## config.mk

```make
export PLATFORM = sky130hd
export DESIGN_NAME = pipeline_cpu
export DESIGN_NICKNAME = d
export VERILOG_FILES = /design/src/isa_pkg.sv /design/src/pipe_pkg.sv /design/src/pipeline_cpu.sv /design/src/mem_arbiter.sv /design/src/exm_stage.sv /design/src/regfile.sv /design/src/decode_stage.sv /design/src/fetch_unit.sv /design/src/stage_reg.sv
export SDC_FILE = /design/constraint.sdc
export NUM_CORES = 2
export LEC_CHECK = 0
export BUFFER_PORTS_ARGS = -buffer_cell sky130_fd_sc_hd__buf_4
export CAP_MARGIN = 0
export CORE_MARGIN = 2
export CORE_UTILIZATION = 45
export CTS_CLUSTER_SIZE = 16
export DETAILED_ROUTE_END_ITERATION = 16
export SETUP_SLACK_MARGIN = 0.5
export SLEW_MARGIN = 20
export SYNTH_ARGS = -nofsm -noshare
export SYNTH_HDL_FRONTEND = slang
export SYNTH_SLANG_ARGS = --single-unit
```

## constraint.sdc

```tcl
create_clock -name clk -period 18.4 [get_ports clk]
set_clock_uncertainty 0.15 [all_clocks]
set_input_delay 0.92 -clock clk [delete_from_list [all_inputs] [get_ports clk]]
set_output_delay 0.92 -clock clk [all_outputs]
set_load 0.02 [all_outputs]
```

## src/isa_pkg.sv

```systemverilog
package isa_pkg;

    // ----------------------------------------
    // Widths
    // ----------------------------------------
    localparam int xlen_w    = 32;    // Data and address
    localparam int reg_idx_w = 5;     // 32 GPRs
    localparam int op_w      = 6;     // Primary opcode
    localparam int fn_w      = 6;     // SPECIAL function code
    localparam int imm_w     = 16;

    // Field positions in the instruction word
    localparam int op_lsb = 26;
    localparam int rs_lsb = 21;
    localparam int rt_lsb = 16;
    localparam int rd_lsb = 11;

    // ----------------------------------------
    // Encodings of the supported subset
    // ----------------------------------------
    localparam logic [op_w-1:0] op_special = 6'h00;
    localparam logic [op_w-1:0] op_addiu   = 6'h09;
    localparam logic [op_w-1:0] op_lw      = 6'h23;
    localparam logic [op_w-1:0] op_sw      = 6'h2b;
    localparam logic [fn_w-1:0] fn_addu    = 6'h21;

    localparam logic [xlen_w-1:0] pc_step = 32'd4;   // Word-sized instructions

endpackage
```

## src/pipe_pkg.sv

```systemverilog
package pipe_pkg;

    import isa_pkg::*;

    // Instruction class carried down the pipe
    typedef enum logic [1:0] {
        kind_none,     // Bubble or unsupported encoding
        kind_alu,
        kind_load,
        kind_store
    } kind_t;

    // Who owns the outstanding bus access
    typedef enum logic {
        owner_fetch,
        owner_data
    } req_owner_t;

    // ----------------------------------------
    // Stage payloads
    // ----------------------------------------
    typedef struct packed {
        logic [xlen_w-1:0] pc;
        logic [xlen_w-1:0] inst;
    } if_id_t;                          // 64 bits

    typedef struct packed {
        logic [xlen_w-1:0]    pc;
        kind_t                kind;
        logic [xlen_w-1:0]    op_a;         // rs value
        logic [xlen_w-1:0]    op_b;         // rt value or sign-extended imm
        logic [xlen_w-1:0]    store_data;
        logic [reg_idx_w-1:0] dest;
        logic                 wen;          // Never set for r0
    } id_exm_t;                         // 136 bits

    typedef struct packed {
        logic [xlen_w-1:0]    pc;
        logic                 wen;
        logic [reg_idx_w-1:0] dest;
        logic [xlen_w-1:0]    result;
    } exm_wb_t;                         // 70 bits

endpackage

```

## src/pipeline_cpu.sv

```systemverilog
`timescale 1ns/1ps

module pipeline_cpu
    import isa_pkg::*;
    import pipe_pkg::*;
(
    input  logic                 clk,
    input  logic                 resetn,
    output logic                 mem_req,
    output logic                 mem_we,
    output logic [xlen_w-1:0]    mem_addr,
    output logic [xlen_w-1:0]    mem_wdata,
    input  logic                 mem_ack,
    input  logic [xlen_w-1:0]    mem_rdata,
    input  logic [reg_idx_w-1:0] rf_addr,
    output logic [xlen_w-1:0]    rf_data,
    output logic                 retire_valid,
    output logic [xlen_w-1:0]    retire_pc,
    output logic [xlen_w-1:0]    retire_data,
    output logic                 retire_wen,
    output logic [reg_idx_w-1:0] retire_dest
);

    // ----------------------------------------
    // Requester side of the bus
    // ----------------------------------------
    logic              fetch_req;
    logic [xlen_w-1:0] fetch_addr;
    logic              fetch_grant;
    logic              fetch_ack;
    logic              data_req;
    logic              data_we;
    logic [xlen_w-1:0] data_addr;
    logic [xlen_w-1:0] data_wdata;
    logic              data_grant;
    logic              data_ack;

    // ----------------------------------------
    // Stage slots, in and out
    // ----------------------------------------
    logic    if_valid;
    if_id_t  if_data;
    logic    if_ready;
    logic    id_valid;
    if_id_t  id_data;
    logic    id_ready;
    logic    id_exm_in_valid;
    id_exm_t id_exm_in_data;
    logic    id_exm_in_ready;
    logic    exm_valid;
    id_exm_t exm_data;
    logic    exm_ready;
    logic    wb_in_valid;
    exm_wb_t wb_in_data;
    logic    wb_in_ready;
    exm_wb_t wb_data;

    // Register file read side
    logic [reg_idx_w-1:0] rs_idx;
    logic [reg_idx_w-1:0] rt_idx;
    logic [xlen_w-1:0]    rs_value;
    logic [xlen_w-1:0]    rt_value;

    // Retire straight off the EXM/WB slot
    assign retire_pc   = wb_data.pc;
    assign retire_data = wb_data.result;
    assign retire_dest = wb_data.dest;
    assign retire_wen  = retire_valid && wb_data.wen;

    fetch_unit u_fetch (
        .clk(clk), .resetn(resetn),
        .fetch_req(fetch_req), .fetch_addr(fetch_addr),
        .fetch_grant(fetch_grant), .fetch_ack(fetch_ack), .mem_rdata(mem_rdata),
        .if_valid(if_valid), .if_data(if_data), .if_ready(if_ready)
    );

    stage_reg #(.payload_t(if_id_t)) u_if_id (
        .clk(clk), .resetn(resetn),
        .in_valid(if_valid), .in_data(if_data), .in_ready(if_ready),
        .out_valid(id_valid), .out_data(id_data), .out_ready(id_ready)
    );

    decode_stage u_decode (
        .id_valid(id_valid), .id_data(id_data), .id_ready(id_ready),
        .rs_idx(rs_idx), .rt_idx(rt_idx), .rs_value(rs_value), .rt_value(rt_value),
        .exm_busy_valid(exm_valid && exm_data.wen), .exm_busy_dest(exm_data.dest),
        .wb_busy_valid(retire_wen), .wb_busy_dest(wb_data.dest),
        .exm_valid_in(id_exm_in_valid), .exm_in_data(id_exm_in_data),
        .exm_in_ready(id_exm_in_ready)
    );

    stage_reg #(.payload_t(id_exm_t)) u_id_exm (
        .clk(clk), .resetn(resetn),
        .in_valid(id_exm_in_valid), .in_data(id_exm_in_data), .in_ready(id_exm_in_ready),
        .out_valid(exm_valid), .out_data(exm_data), .out_ready(exm_ready)
    );

    exm_stage u_exm (
        .clk(clk), .resetn(resetn),
        .exm_valid(exm_valid), .exm_data(exm_data), .exm_ready(exm_ready),
        .data_req(data_req), .data_we(data_we),
        .data_addr(data_addr), .data_wdata(data_wdata),
        .data_grant(data_grant), .data_ack(data_ack), .mem_rdata(mem_rdata),
        .wb_valid_in(wb_in_valid), .wb_in_data(wb_in_data), .wb_in_ready(wb_in_ready)
    );

    // WB always drains
    stage_reg #(.payload_t(exm_wb_t)) u_exm_wb (
        .clk(clk), .resetn(resetn),
        .in_valid(wb_in_valid), .in_data(wb_in_data), .in_ready(wb_in_ready),
        .out_valid(retire_valid), .out_data(wb_data), .out_ready(1'b1)
    );

    regfile u_rf (
        .clk(clk),
        .wen(retire_wen), .waddr(retire_dest), .wdata(retire_data),
        .raddr1(rs_idx), .raddr2(rt_idx), .rdata1(rs_value), .rdata2(rt_value),
        .dbg_addr(rf_addr), .dbg_data(rf_data)
    );

    mem_arbiter u_arb (
        .clk(clk), .resetn(resetn),
        .fetch_req(fetch_req), .fetch_addr(fetch_addr),
        .data_req(data_req), .data_we(data_we),
        .data_addr(data_addr), .data_wdata(data_wdata),
        .fetch_grant(fetch_grant), .data_grant(data_grant),
        .fetch_ack(fetch_ack), .data_ack(data_ack),
        .mem_req(mem_req), .mem_we(mem_we), .mem_addr(mem_addr), .mem_wdata(mem_wdata),
        .mem_ack(mem_ack)
    );

endmodule

```

## src/mem_arbiter.sv

```systemverilog
`timescale 1ns/1ps

module mem_arbiter
    import isa_pkg::*;
    import pipe_pkg::*;
(
    input  logic              clk,
    input  logic              resetn,
    input  logic              fetch_req,
    input  logic [xlen_w-1:0] fetch_addr,
    input  logic              data_req,
    input  logic              data_we,
    input  logic [xlen_w-1:0] data_addr,
    input  logic [xlen_w-1:0] data_wdata,
    output logic              fetch_grant,
    output logic              data_grant,
    output logic              fetch_ack,
    output logic              data_ack,
    output logic              mem_req,
    output logic              mem_we,
    output logic [xlen_w-1:0] mem_addr,
    output logic [xlen_w-1:0] mem_wdata,
    input  logic              mem_ack
);

    logic       outstanding_q;   // From mem_req to mem_ack
    req_owner_t owner_q;

    // Fixed priority, data first
    assign data_grant  = !outstanding_q && data_req;
    assign fetch_grant = !outstanding_q && fetch_req && !data_req;

    // Grant cycle is the request strobe
    assign mem_req   = data_grant || fetch_grant;
    assign mem_we    = data_grant && data_we;
    assign mem_addr  = data_grant ? data_addr : fetch_addr;
    assign mem_wdata = data_wdata;

    always_ff @(posedge clk)
    begin
        if (!resetn)
            outstanding_q <= 1'b0;
        else if (mem_req)
            outstanding_q <= 1'b1;
        else if (mem_ack)
            outstanding_q <= 1'b0;
    end

    always_ff @(posedge clk)
    begin
        if (!resetn)
            owner_q <= owner_fetch;
        else if (mem_req)
            owner_q <= data_grant ? owner_data : owner_fetch;
    end

    // Route the ack back to whoever asked
    assign fetch_ack = mem_ack && outstanding_q && (owner_q == owner_fetch);
    assign data_ack  = mem_ack && outstanding_q && (owner_q == owner_data);

endmodule

```

## src/exm_stage.sv

```systemverilog
`timescale 1ns/1ps

module exm_stage
    import isa_pkg::*;
    import pipe_pkg::*;
(
    input  logic              clk,
    input  logic              resetn,
    input  logic              exm_valid,
    input  id_exm_t           exm_data,
    output logic              exm_ready,
    output logic              data_req,
    output logic              data_we,
    output logic [xlen_w-1:0] data_addr,
    output logic [xlen_w-1:0] data_wdata,
    input  logic              data_grant,
    input  logic              data_ack,
    input  logic [xlen_w-1:0] mem_rdata,
    output logic              wb_valid_in,
    output exm_wb_t           wb_in_data,
    input  logic              wb_in_ready
);

    logic [xlen_w-1:0] sum;
    logic              is_mem;
    logic              done;
    logic              issued_q;    // Bus access granted, waiting for ack

    assign sum    = exm_data.op_a + exm_data.op_b;   // ALU result or address
    assign is_mem = (exm_data.kind == kind_load) || (exm_data.kind == kind_store);
    assign done   = !is_mem || data_ack;

    // ----------------------------------------
    // Single data access per load/store
    // ----------------------------------------
    assign data_req   = exm_valid && is_mem && !issued_q;
    assign data_we    = (exm_data.kind == kind_store);
    assign data_addr  = sum;
    assign data_wdata = exm_data.store_data;

    always_ff @(posedge clk)
    begin
        if (!resetn)
            issued_q <= 1'b0;
        else if (data_grant)
            issued_q <= 1'b1;
        else if (data_ack)
            issued_q <= 1'b0;
    end

    assign exm_ready   = done && wb_in_ready;
    assign wb_valid_in = exm_valid && done;

    assign wb_in_data.pc     = exm_data.pc;
    assign wb_in_data.wen    = exm_data.wen;
    assign wb_in_data.dest   = exm_data.dest;
    assign wb_in_data.result = (exm_data.kind == kind_load) ? mem_rdata : sum;

endmodule

```

## src/regfile.sv

```systemverilog
`timescale 1ns/1ps

module regfile
    import isa_pkg::*;
(
    input  logic                 clk,
    input  logic                 wen,
    input  logic [reg_idx_w-1:0] waddr,
    input  logic [xlen_w-1:0]    wdata,
    input  logic [reg_idx_w-1:0] raddr1,
    input  logic [reg_idx_w-1:0] raddr2,
    output logic [xlen_w-1:0]    rdata1,
    output logic [xlen_w-1:0]    rdata2,
    input  logic [reg_idx_w-1:0] dbg_addr,    // Debug read port
    output logic [xlen_w-1:0]    dbg_data
);

    logic [xlen_w-1:0] regs [0:(1<<reg_idx_w)-1];

    always_ff @(posedge clk)
    begin
        if (wen && waddr != '0)
            regs[waddr] <= wdata;
    end

    // Combinational reads, r0 hardwired to zero
    assign rdata1   = (raddr1 == '0) ? '0 : regs[raddr1];
    assign rdata2   = (raddr2 == '0) ? '0 : regs[raddr2];
    assign dbg_data = (dbg_addr == '0) ? '0 : regs[dbg_addr];

endmodule

```

## src/decode_stage.sv

```systemverilog
`timescale 1ns/1ps

module decode_stage
    import isa_pkg::*;
    import pipe_pkg::*;
(
    input  logic                 id_valid,
    input  if_id_t               id_data,
    output logic                 id_ready,
    output logic [reg_idx_w-1:0] rs_idx,
    output logic [reg_idx_w-1:0] rt_idx,
    input  logic [xlen_w-1:0]    rs_value,
    input  logic [xlen_w-1:0]    rt_value,
    input  logic                 exm_busy_valid,   // EXM holds a writer
    input  logic [reg_idx_w-1:0] exm_busy_dest,
    input  logic                 wb_busy_valid,    // WB holds a writer
    input  logic [reg_idx_w-1:0] wb_busy_dest,
    output logic                 exm_valid_in,
    output id_exm_t              exm_in_data,
    input  logic                 exm_in_ready
);

    logic [op_w-1:0]      opcode;
    logic [fn_w-1:0]      funct;
    logic [reg_idx_w-1:0] rd_idx;
    logic [imm_w-1:0]     imm;
    logic                 is_addu;
    logic                 is_addiu;
    logic                 is_lw;
    logic                 is_sw;
    logic                 uses_rs;
    logic                 uses_rt;
    logic                 exm_hit;
    logic                 wb_hit;
    logic                 stall;

    // ----------------------------------------
    // Field extraction
    // ----------------------------------------
    assign opcode = id_data.inst[op_lsb +: op_w];
    assign funct  = id_data.inst[fn_w-1:0];
    assign rs_idx = id_data.inst[rs_lsb +: reg_idx_w];
    assign rt_idx = id_data.inst[rt_lsb +: reg_idx_w];
    assign rd_idx = id_data.inst[rd_lsb +: reg_idx_w];
    assign imm    = id_data.inst[imm_w-1:0];

    assign is_addu  = (opcode == op_special) && (funct == fn_addu);
    assign is_addiu = (opcode == op_addiu);
    assign is_lw    = (opcode == op_lw);
    assign is_sw    = (opcode == op_sw);
    assign uses_rs  = is_addu || is_addiu || is_lw || is_sw;
    assign uses_rt  = is_addu || is_sw;    // rt is a source only here

    // RAW interlock against older writers, r0 never conflicts
    assign exm_hit = exm_busy_valid && (exm_busy_dest != '0)
                     && ((uses_rs && exm_busy_dest == rs_idx)
                         || (uses_rt && exm_busy_dest == rt_idx));
    assign wb_hit  = wb_busy_valid && (wb_busy_dest != '0)
                     && ((uses_rs && wb_busy_dest == rs_idx)
                         || (uses_rt && wb_busy_dest == rt_idx));
    assign stall   = exm_hit || wb_hit;

    assign exm_valid_in = id_valid && !stall;
    assign id_ready     = exm_in_ready && !stall;

    // ----------------------------------------
    // Payload towards EXM
    // ----------------------------------------
    always_comb
    begin
        exm_in_data.pc         = id_data.pc;
        exm_in_data.op_a       = rs_value;
        exm_in_data.op_b       = is_addu ? rt_value
                                         : {{(xlen_w-imm_w){imm[imm_w-1]}}, imm};
        exm_in_data.store_data = rt_value;
        exm_in_data.dest       = is_addu ? rd_idx : rt_idx;
        exm_in_data.wen        = (is_addu || is_addiu || is_lw)
                                 && (exm_in_data.dest != '0);  // Drop r0 writes
        if (is_addu || is_addiu)
            exm_in_data.kind = kind_alu;
        else if (is_lw)
            exm_in_data.kind = kind_load;
        else if (is_sw)
            exm_in_data.kind = kind_store;
        else
            exm_in_data.kind = kind_none;    // Bubble, no write
    end

endmodule

```

## src/fetch_unit.sv

```systemverilog
`timescale 1ns/1ps

module fetch_unit
    import isa_pkg::*;
    import pipe_pkg::*;
(
    input  logic              clk,
    input  logic              resetn,
    output logic              fetch_req,
    output logic [xlen_w-1:0] fetch_addr,
    input  logic              fetch_grant,
    input  logic              fetch_ack,
    input  logic [xlen_w-1:0] mem_rdata,
    output logic              if_valid,
    output if_id_t            if_data,
    input  logic              if_ready
);

    logic              run_q;         // Up one cycle after reset release
    logic [xlen_w-1:0] pc_q;
    logic              pending_q;     // Granted, waiting for ack
    logic              buf_valid_q;   // One-entry instruction buffer
    logic [xlen_w-1:0] buf_inst_q;

    // Next word only once the buffer is empty
    assign fetch_req    = run_q && !pending_q && !buf_valid_q;
    assign fetch_addr   = pc_q;
    assign if_valid     = buf_valid_q;
    assign if_data.pc   = pc_q;
    assign if_data.inst = buf_inst_q;

    always_ff @(posedge clk)
    begin
        if (!resetn)
        begin
            run_q       <= 1'b0;
            pc_q        <= '0;
            pending_q   <= 1'b0;
            buf_valid_q <= 1'b0;
        end
        else
        begin
            run_q <= 1'b1;
            if (fetch_grant)
                pending_q <= 1'b1;
            else if (fetch_ack)
                pending_q <= 1'b0;
            if (fetch_ack)
                buf_valid_q <= 1'b1;
            else if (if_valid && if_ready)
            begin
                buf_valid_q <= 1'b0;
                pc_q        <= pc_q + pc_step;   // Advance on IF/ID accept
            end
        end
    end

    always_ff @(posedge clk)
    begin
        if (fetch_ack)
            buf_inst_q <= mem_rdata;
    end

endmodule

```

## src/stage_reg.sv

```systemverilog
`timescale 1ns/1ps

module stage_reg #(
    parameter type payload_t = logic [31:0]
) (
    input  logic     clk,
    input  logic     resetn,
    input  logic     in_valid,
    input  payload_t in_data,
    output logic     in_ready,    // Allow-in towards the older stage
    output logic     out_valid,
    output payload_t out_data,
    input  logic     out_ready
);

    logic     valid_q;
    payload_t data_q;

    // Empty, or the current occupant leaves this cycle
    assign in_ready = !valid_q || out_ready;

    always_ff @(posedge clk)
    begin
        if (!resetn)
            valid_q <= 1'b0;
        else if (in_ready)
            valid_q <= in_valid;    // Load new, or go empty after drain
    end

    // Payload only
    always_ff @(posedge clk)
    begin
        if (in_valid && in_ready)
            data_q <= in_data;
    end

    assign out_valid = valid_q;
    assign out_data  = data_q;

endmodule

```

Word level (Yosys, flattened, before mapping)
Memories as Yosys holds them, arrays and structs flattened. A register that Yosys moved wholly into a read port is not among the register bits.
Index checks and enable logic that the tools add are counted.
- input bits: 40
- logic and storage cells: 120
- bits in writable memories: 1024
- register bits: 311
- bits in read-only memories: 0
- output and inout port bits: 169
- memories: 1
- latch bits: 0
- bitwise operators: 2
- div/mod/pow operators: 0
- equality and inequality tests: 10
- shifts and indexed selects: 0
- $lt $le $gt $ge: 0
- muxes and demuxes: 21
- reduce and logical (&&, ||, !) cells: 61
- add/subtract/negate cells: 2
- $mul: 0
- memory list (name ; depth ; width ; read ports ; clocked after Yosys merged registers in ; write ports ; line ; RTL):
    u_rf.regs ; 32 ; 32 ; 3 ; 2 ; 1 ; regfile.sv:18 ; logic [xlen_w-1:0] regs [0:(1<<reg_idx_w)-1];
- operators with widths (operator ; number):
    two-way mux 32 bit ; 5
    adder 32 x 3 -> 32 bit, second input constant ; 1
    adder 32 bit ; 1
    logical AND 1 bit ; 28
    equality test 5 bit ; 4
    equality test 6 bit, second input constant ; 3
    zero test 5 bit ; 3
    nonzero test 5 bit ; 3
    logical OR 1 bit ; 12
    two-way mux 1 bit ; 12
    two-way mux 5 bit ; 2
    zero test 1 bit ; 9
    nonzero test 2 bit ; 4
    equality test 6 x 4 -> 1 bit, second input constant ; 1
    zero test 6 bit ; 1
    equality test 2 bit, second input constant ; 2
    two-way mux 2 bit ; 2
    NOT 1 bit ; 2
    AND reduction 2 bit ; 1

Logic depth before layout (Yosys ltp)
- depth after elaboration: 15
- depth in mapped cells: 10
- mapped depth without buffers: 10

Cells and area by module
From an unflattened synthesis, not the netlist that was laid out.
- cell total of the unflattened synthesis: 4524
- area, all modules: 72837.4 µm²
- by module, submodules not included (module ; times used ; cells each ; area an instance (µm²) ; seq. area each (µm²)):
    regfile ; 1 ; 3228 ; 56138.8 ; 30749.5
    stage_reg at u_id_exm ; 1 ; 141 ; 4141.5 ; 4103.9
    exm_stage ; 1 ; 457 ; 3029.2 ; 20.0
    fetch_unit ; 1 ; 256 ; 2840.2 ; 1621.6
    stage_reg at u_exm_wb ; 1 ; 75 ; 2159.6 ; 2122.0
    stage_reg at u_if_id ; 1 ; 69 ; 1979.4 ; 1941.9
    decode_stage ; 1 ; 212 ; 1625.3 ; 0.0
    mem_arbiter ; 1 ; 83 ; 907.1 ; 40.0
    pipeline_cpu ; 1 ; 3 ; 16.3 ; 0.0

Worst setup path after synthesis
No wires, ideal clock.
- kind: reg2reg
- from: reg u_exm_wb.data_q, in the netlist u_exm_wb.out_data[35]
- to: reg u_id_exm.data_q, in the netlist u_id_exm.out_data[0], enable pin
- data required time: 17244 ps
- path buffers: 1
- period minus slack after synthesis: 16321 ps
- library setup time: 1006 ps
- cell stages (with the launch flop): 7
- arrival: 15166 ps
- setup slack: 2079 ps
- cells stage by stage: edfxtp_1 buf_6 or3_4 o311a_1 nand4_1 a22oi_2 nor4b_1
- cells in the longest elaborated chain, start to end: 8
- elaborated cells between the ends (all ways): 12
- those cells by class: eq/ne (2); reduce/logical (10)
- ends and longest elaborated chain (item ; line ; RTL):
    start: declaration ; stage_reg.sv:17 ; payload_t data_q;
    start signal: assignment ; stage_reg.sv:34 ; data_q <= in_data;
    equality test 5 bit (on tied branches) ; decode_stage.sv:59, decode_stage.sv:60 ;
    logical AND 1 bit (on tied branches) ; decode_stage.sv:59, decode_stage.sv:60 ;
    logical OR 1 bit ; decode_stage.sv:60 ; || (uses_rt && wb_busy_dest == rt_idx));
    logical AND 1 bit * ; decode_stage.sv:59 ; && ((uses_rs && wb_busy_dest == rs_idx)
    logical OR 1 bit * ; decode_stage.sv:61 ; assign stall = exm_hit || wb_hit;
    zero test 1 bit * ; decode_stage.sv:63 ; assign exm_valid_in = id_valid && !stall;
    logical AND 1 bit * ; decode_stage.sv:63 ;
    logical AND 1 bit * ; stage_reg.sv:33 ; if (in_valid && in_ready)
    end signal: assignment ; stage_reg.sv:34 ;
    end: declaration ; stage_reg.sv:17 ;
Every way passes the cells marked *; elsewhere a longest branch is shown, timed or not.
A chain may end at the register's enable or synchronous reset.

Worst setup path after layout
- from: in rf_addr[0]
- to: out rf_data[30]
- cells in the longest elaborated chain, start to end: 2
- elaborated cells between the ends (all ways): 3
- those cells by class: mux (1); reduce/logical (1); memory (1)
- ends and longest elaborated chain (item ; line ; RTL):
    start: declaration ; pipeline_cpu.sv:15 ; input logic [reg_idx_w-1:0] rf_addr,
    memory read (32 x 32 bit) / zero test 5 bit (equally long branches) ; - ;
    two-way mux 32 bit * ; regfile.sv:29 ; assign dbg_data = (dbg_addr == '0) ? '0 : regs[dbg_addr];
    end: declaration ; pipeline_cpu.sv:16 ; output logic [xlen_w-1:0] rf_data,
Marked as above.

==> impl_results.md <==
* Area Overhead vs Synth at 12.3%
* CP Cell Sequence: buf_8 -> buf_4 -> buf_4 -> mux4_2 -> mux4_2 -> mux2i_1 -> nor2_1 -> buf_4
* Switching share of power at 22.0%
* Setup WS pre-CTS at 12.06 ns
* Wire length on met2 at 99,100 um
* Vias at 39.8k
* Final wirelength at 216,000 um
* Critical path buffers and inverters at 4
* Critical path's top delay family: buffers and inverters
* Cts repair resizes at 0
* Layout fillers at 12.3k
* FF+latch count, synth at 1,364
* Final design utilization at 50.8%
* Row cnt at 144
* Power density cells at 87.2 nW/um^2
* Setup TNS at 0 ns
* Hold Buf Count CTS at 0
* Clock buffer depth at 3
* EDFF count, synth at 1,320
* Cell repeated most along the worst path: buf_4
* DP HPWL at 124,000 um
* Syn avg cell area at 19.3 um^2
* Drt pass-1 iters at 6
* # DRC at 0
* CTS clk-pin slew, worst paths at 0.06 ns
* Critical path class: primary input to output port
* Met3 WL post-DR at 23,800 um
* Hold crit path type: primary input to flop
* Uppermost layer routed: met5
* Slowest library cell on the worst path: buf_4
* Post-layout net count at 3,810
* Gpl congestion at 0.850
* CTS Buf Count at 148
* ANT nets after route at 0
* Core Box Area at 154,000 um^2
* Skew-Pair Late Insertion Delay at 0.81 ns
* CP Launch Type: primary input
* Post-synth ARST share at 0%
* Root Buffer Master: clkbuf_16
* Logic pwr share at 6.2%
* Initial drt markers at 5,625
* Vias per cell at 6.75
* RSZ-0062 raised after global routing: false
* Die Y at 397 um
* I/O pins at 209
* GRT Residual Overflow at 0
* Final Max Tran Viols at 0
* Cell Area, Synth at 69,600 um^2
* IO buf count at 206
* CP peak stage delay at 0.89 ns
* First-pass GRT wire length at 302,000 um
* Clock share of power at 44.1%
* H-tree lvl count at 4
* Largest net degree at the start of global routing at 126
* Multi-input logic area at 27,600 um^2
* Setup-failing EPs final at 0
* Status: complete, no violations
* Die area at 158,000 um^2
* Layout cells sized above 1 at 41.0%
* Initial Util at 45.3%
* Max cap viols at 0
* Seq pwr share at 49.7%
* Synth warn at 0
* CP required at 17.33 ns
* Pwr Total at 0.00682 W
* Wire per inst at 36.7 um
* Maximum clock rate at 161 MHz
* Crit-path max FO at 56
* Post-synth cell types at 68
* Syn Inst Count at 3,604
* Crit path time final at 6.21 ns
* Pint at 0.00531 W
* Crit. End Element: output port
* Slew HR at 23.7%
* Total clock sinks at 1,364
* Metal-1 WL at 87,000 um
* All-Layer GR Usage at 27.5%
* Reg-to-reg slack, setup at 13.15 ns
* Chip Width at 397 um
* Leakage at 25.0 nW
* Most used DFF post-synth: edfxtp_1
* Antenna violations before repair at 4
* Worst-Margin Slew at 1.15 ns
* Vias in the first global route at 39.1k
* Period Utilization, post-route at 33.7%
* CTS tree: built
* # Post-CTS Setup Buffers at 0
* Sequential fraction of the synthesis area at 58.2%
* Final setup margin at 12.19 ns
* Final hold violation count at 0
* P_sw at 0.00150 W
* Maximum VDD drop at 0.0000838 V
* Register area at 40,500 um^2
* Crit path DAT at 5.14 ns
-- sequential cells by signal, indices dropped and copies added, names as in the netlist, 30 cells and up, named ones only --
signal	cells
u_rf.regs	1024
u_id_exm.out_data	134
u_exm_wb.out_data	68
u_if_id.out_data	62
u_fetch.buf_inst_q	32
u_fetch.fetch_addr	30
-- worst register-to-register path, stage by stage, from the launching register on --
cell,delay [ns]
edfxtp_1,0.33
buf_4,0.54
buf_4,0.77
buf_12,0.66
buf_4,0.79
mux4_2,0.63
mux4_2,0.52
mux2i_1,0.47
nor2_1,0.09
-- cell families after synthesis --
logic type | Yosys count | share of synthesized area, %
flip-flops | 1364 | 58.2
XOR/XNOR | 53 | 0.667
buffers and inverters | 387 | 2.73
AND/OR/NAND/NOR | 476 | 3.13
AO/OA/AOI/OAI | 232 | 2.20
multiplexers | 1058 | 32.5
other | 1 | 0.00539
adder cells (fa/ha/maj) | 33 | 0.604
-- final cells by class --
type,instances,area share (%)
clock inverters,78,1.06
well taps,2044,3.27
diodes,1,0.00320
flip-flops and latches,1364,51.9
inverters,14,0.0672
clock buffers,192,5.11
multi-input cells,1886,35.3
repair buffers,323,3.29
-- cell usage in the layout (no fill, tap or decap), types with 6 or more instances in the layout --
cell           n
clkbuf_8       6
a211oi_1       7
mux4_2       960
a21oi_1       49
clkinv_1      20
o31ai_1       12
dfxtp_1       39
nand4_1       12
o21ai_0       75
nor2_1       104
nand3_1       21
ha_1          32
mux2i_1       90
inv_6         10
o211ai_1       9
edfxtp_1    1320
o41ai_1        6
buf_12         7
nand2_1      175
xnor2_1       28
clkbuf_16    151
inv_1         12
xor2_1        25
conb_1        34
nand2b_1      47
a21bo_2       17
and2_1        13
nor3_1        20
buf_4        311
a21o_1        12
and3_1        12
mux2_2         8
nand3b_1       6
nor2_4        34
clkinv_2      22
o21a_1         8
bufinv_16     15
clkinvlp_4     8
clkbuf_1      35
-- cell usage after synthesis, types with 9 or more instances --
cell type / number / share of area [%]
a21o_1: 12 / 0.13
nor2_1: 138 / 0.74
buf_2: 35 / 0.25
edfxtp_1: 1320 / 57
buf_4: 103 / 1.1
a21oi_1: 49 / 0.35
nand2b_1: 47 / 0.42
clkbuf_1: 156 / 0.84
a21bo_2: 17 / 0.24
xnor2_1: 28 / 0.35
nand4_1: 12 / 0.11
nand3_1: 21 / 0.15
buf_1: 77 / 0.42
and3_1: 12 / 0.11
o211ai_1: 9 / 0.097
mux2i_1: 90 / 1.3
o21ai_0: 75 / 0.54
nor3_1: 20 / 0.14
ha_1: 32 / 0.58
o31ai_1: 12 / 0.13
and2_1: 13 / 0.12
nand2_1: 175 / 0.94
dfxtp_1: 44 / 1.3
inv_1: 12 / 0.065
mux4_2: 960 / 31
xor2_1: 25 / 0.31
-- metal layers --
layer / global-route usage (%) / up-vias
met4: 8.52 / 2
met2: 41.4 / 2295
li1: - / 15600
met1: 40.0 / 21600
met5: 0 / -
met3: 6.63 / 310
-- metrics by stage --
| stage | cells | hold slack (ns) | area, um^2 |
|---|---|---|---|
| after floorplan | 3637 | 0.250 | 69800 |
| after detailed placement | 5631 | 0.255 | 73300 |
| final | 5902 | 0.166 | 78200 |
| after global routing | 5901 | 0.137 | 78200 |
| after global placement | 5629 | 0.250 | 73300 |
| after CTS | 5901 | 0.113 | 78200 |
-- path summary, 6_finish.rpt --
kind | startpoint | end | cells past startpoint
max | rf_addr[0] | rf_data[30] | 8
min reg2reg | u_id_exm.out_data[135]$_DFFE_PP_ | u_exm_wb.out_data[69]$_DFFE_PP_ | 0
max reg2reg | u_if_id.out_data[21]$_DFFE_PP_ | u_id_exm.out_data[86]$_SDFFCE_PN0P_ | 8
min | mem_rdata[31] | u_fetch.buf_inst_q[31]$_DFFE_PP_ | 1
-- power groups by stage --
stage | Combinational, W | Sequential, W | Clock [W]
after floorplan | 0.000284 | 0.00345 | 0
after detailed placement | 0.000420 | 0.00346 | 0
after global routing | 0.000441 | 0.00339 | 0.00316
after CTS | 0.000421 | 0.00339 | 0.00305
after global placement | 0.000421 | 0.00345 | 0
final | 0.000420 | 0.00339 | 0.00301
No activity file was read; power rests on OpenSTA's default activity.
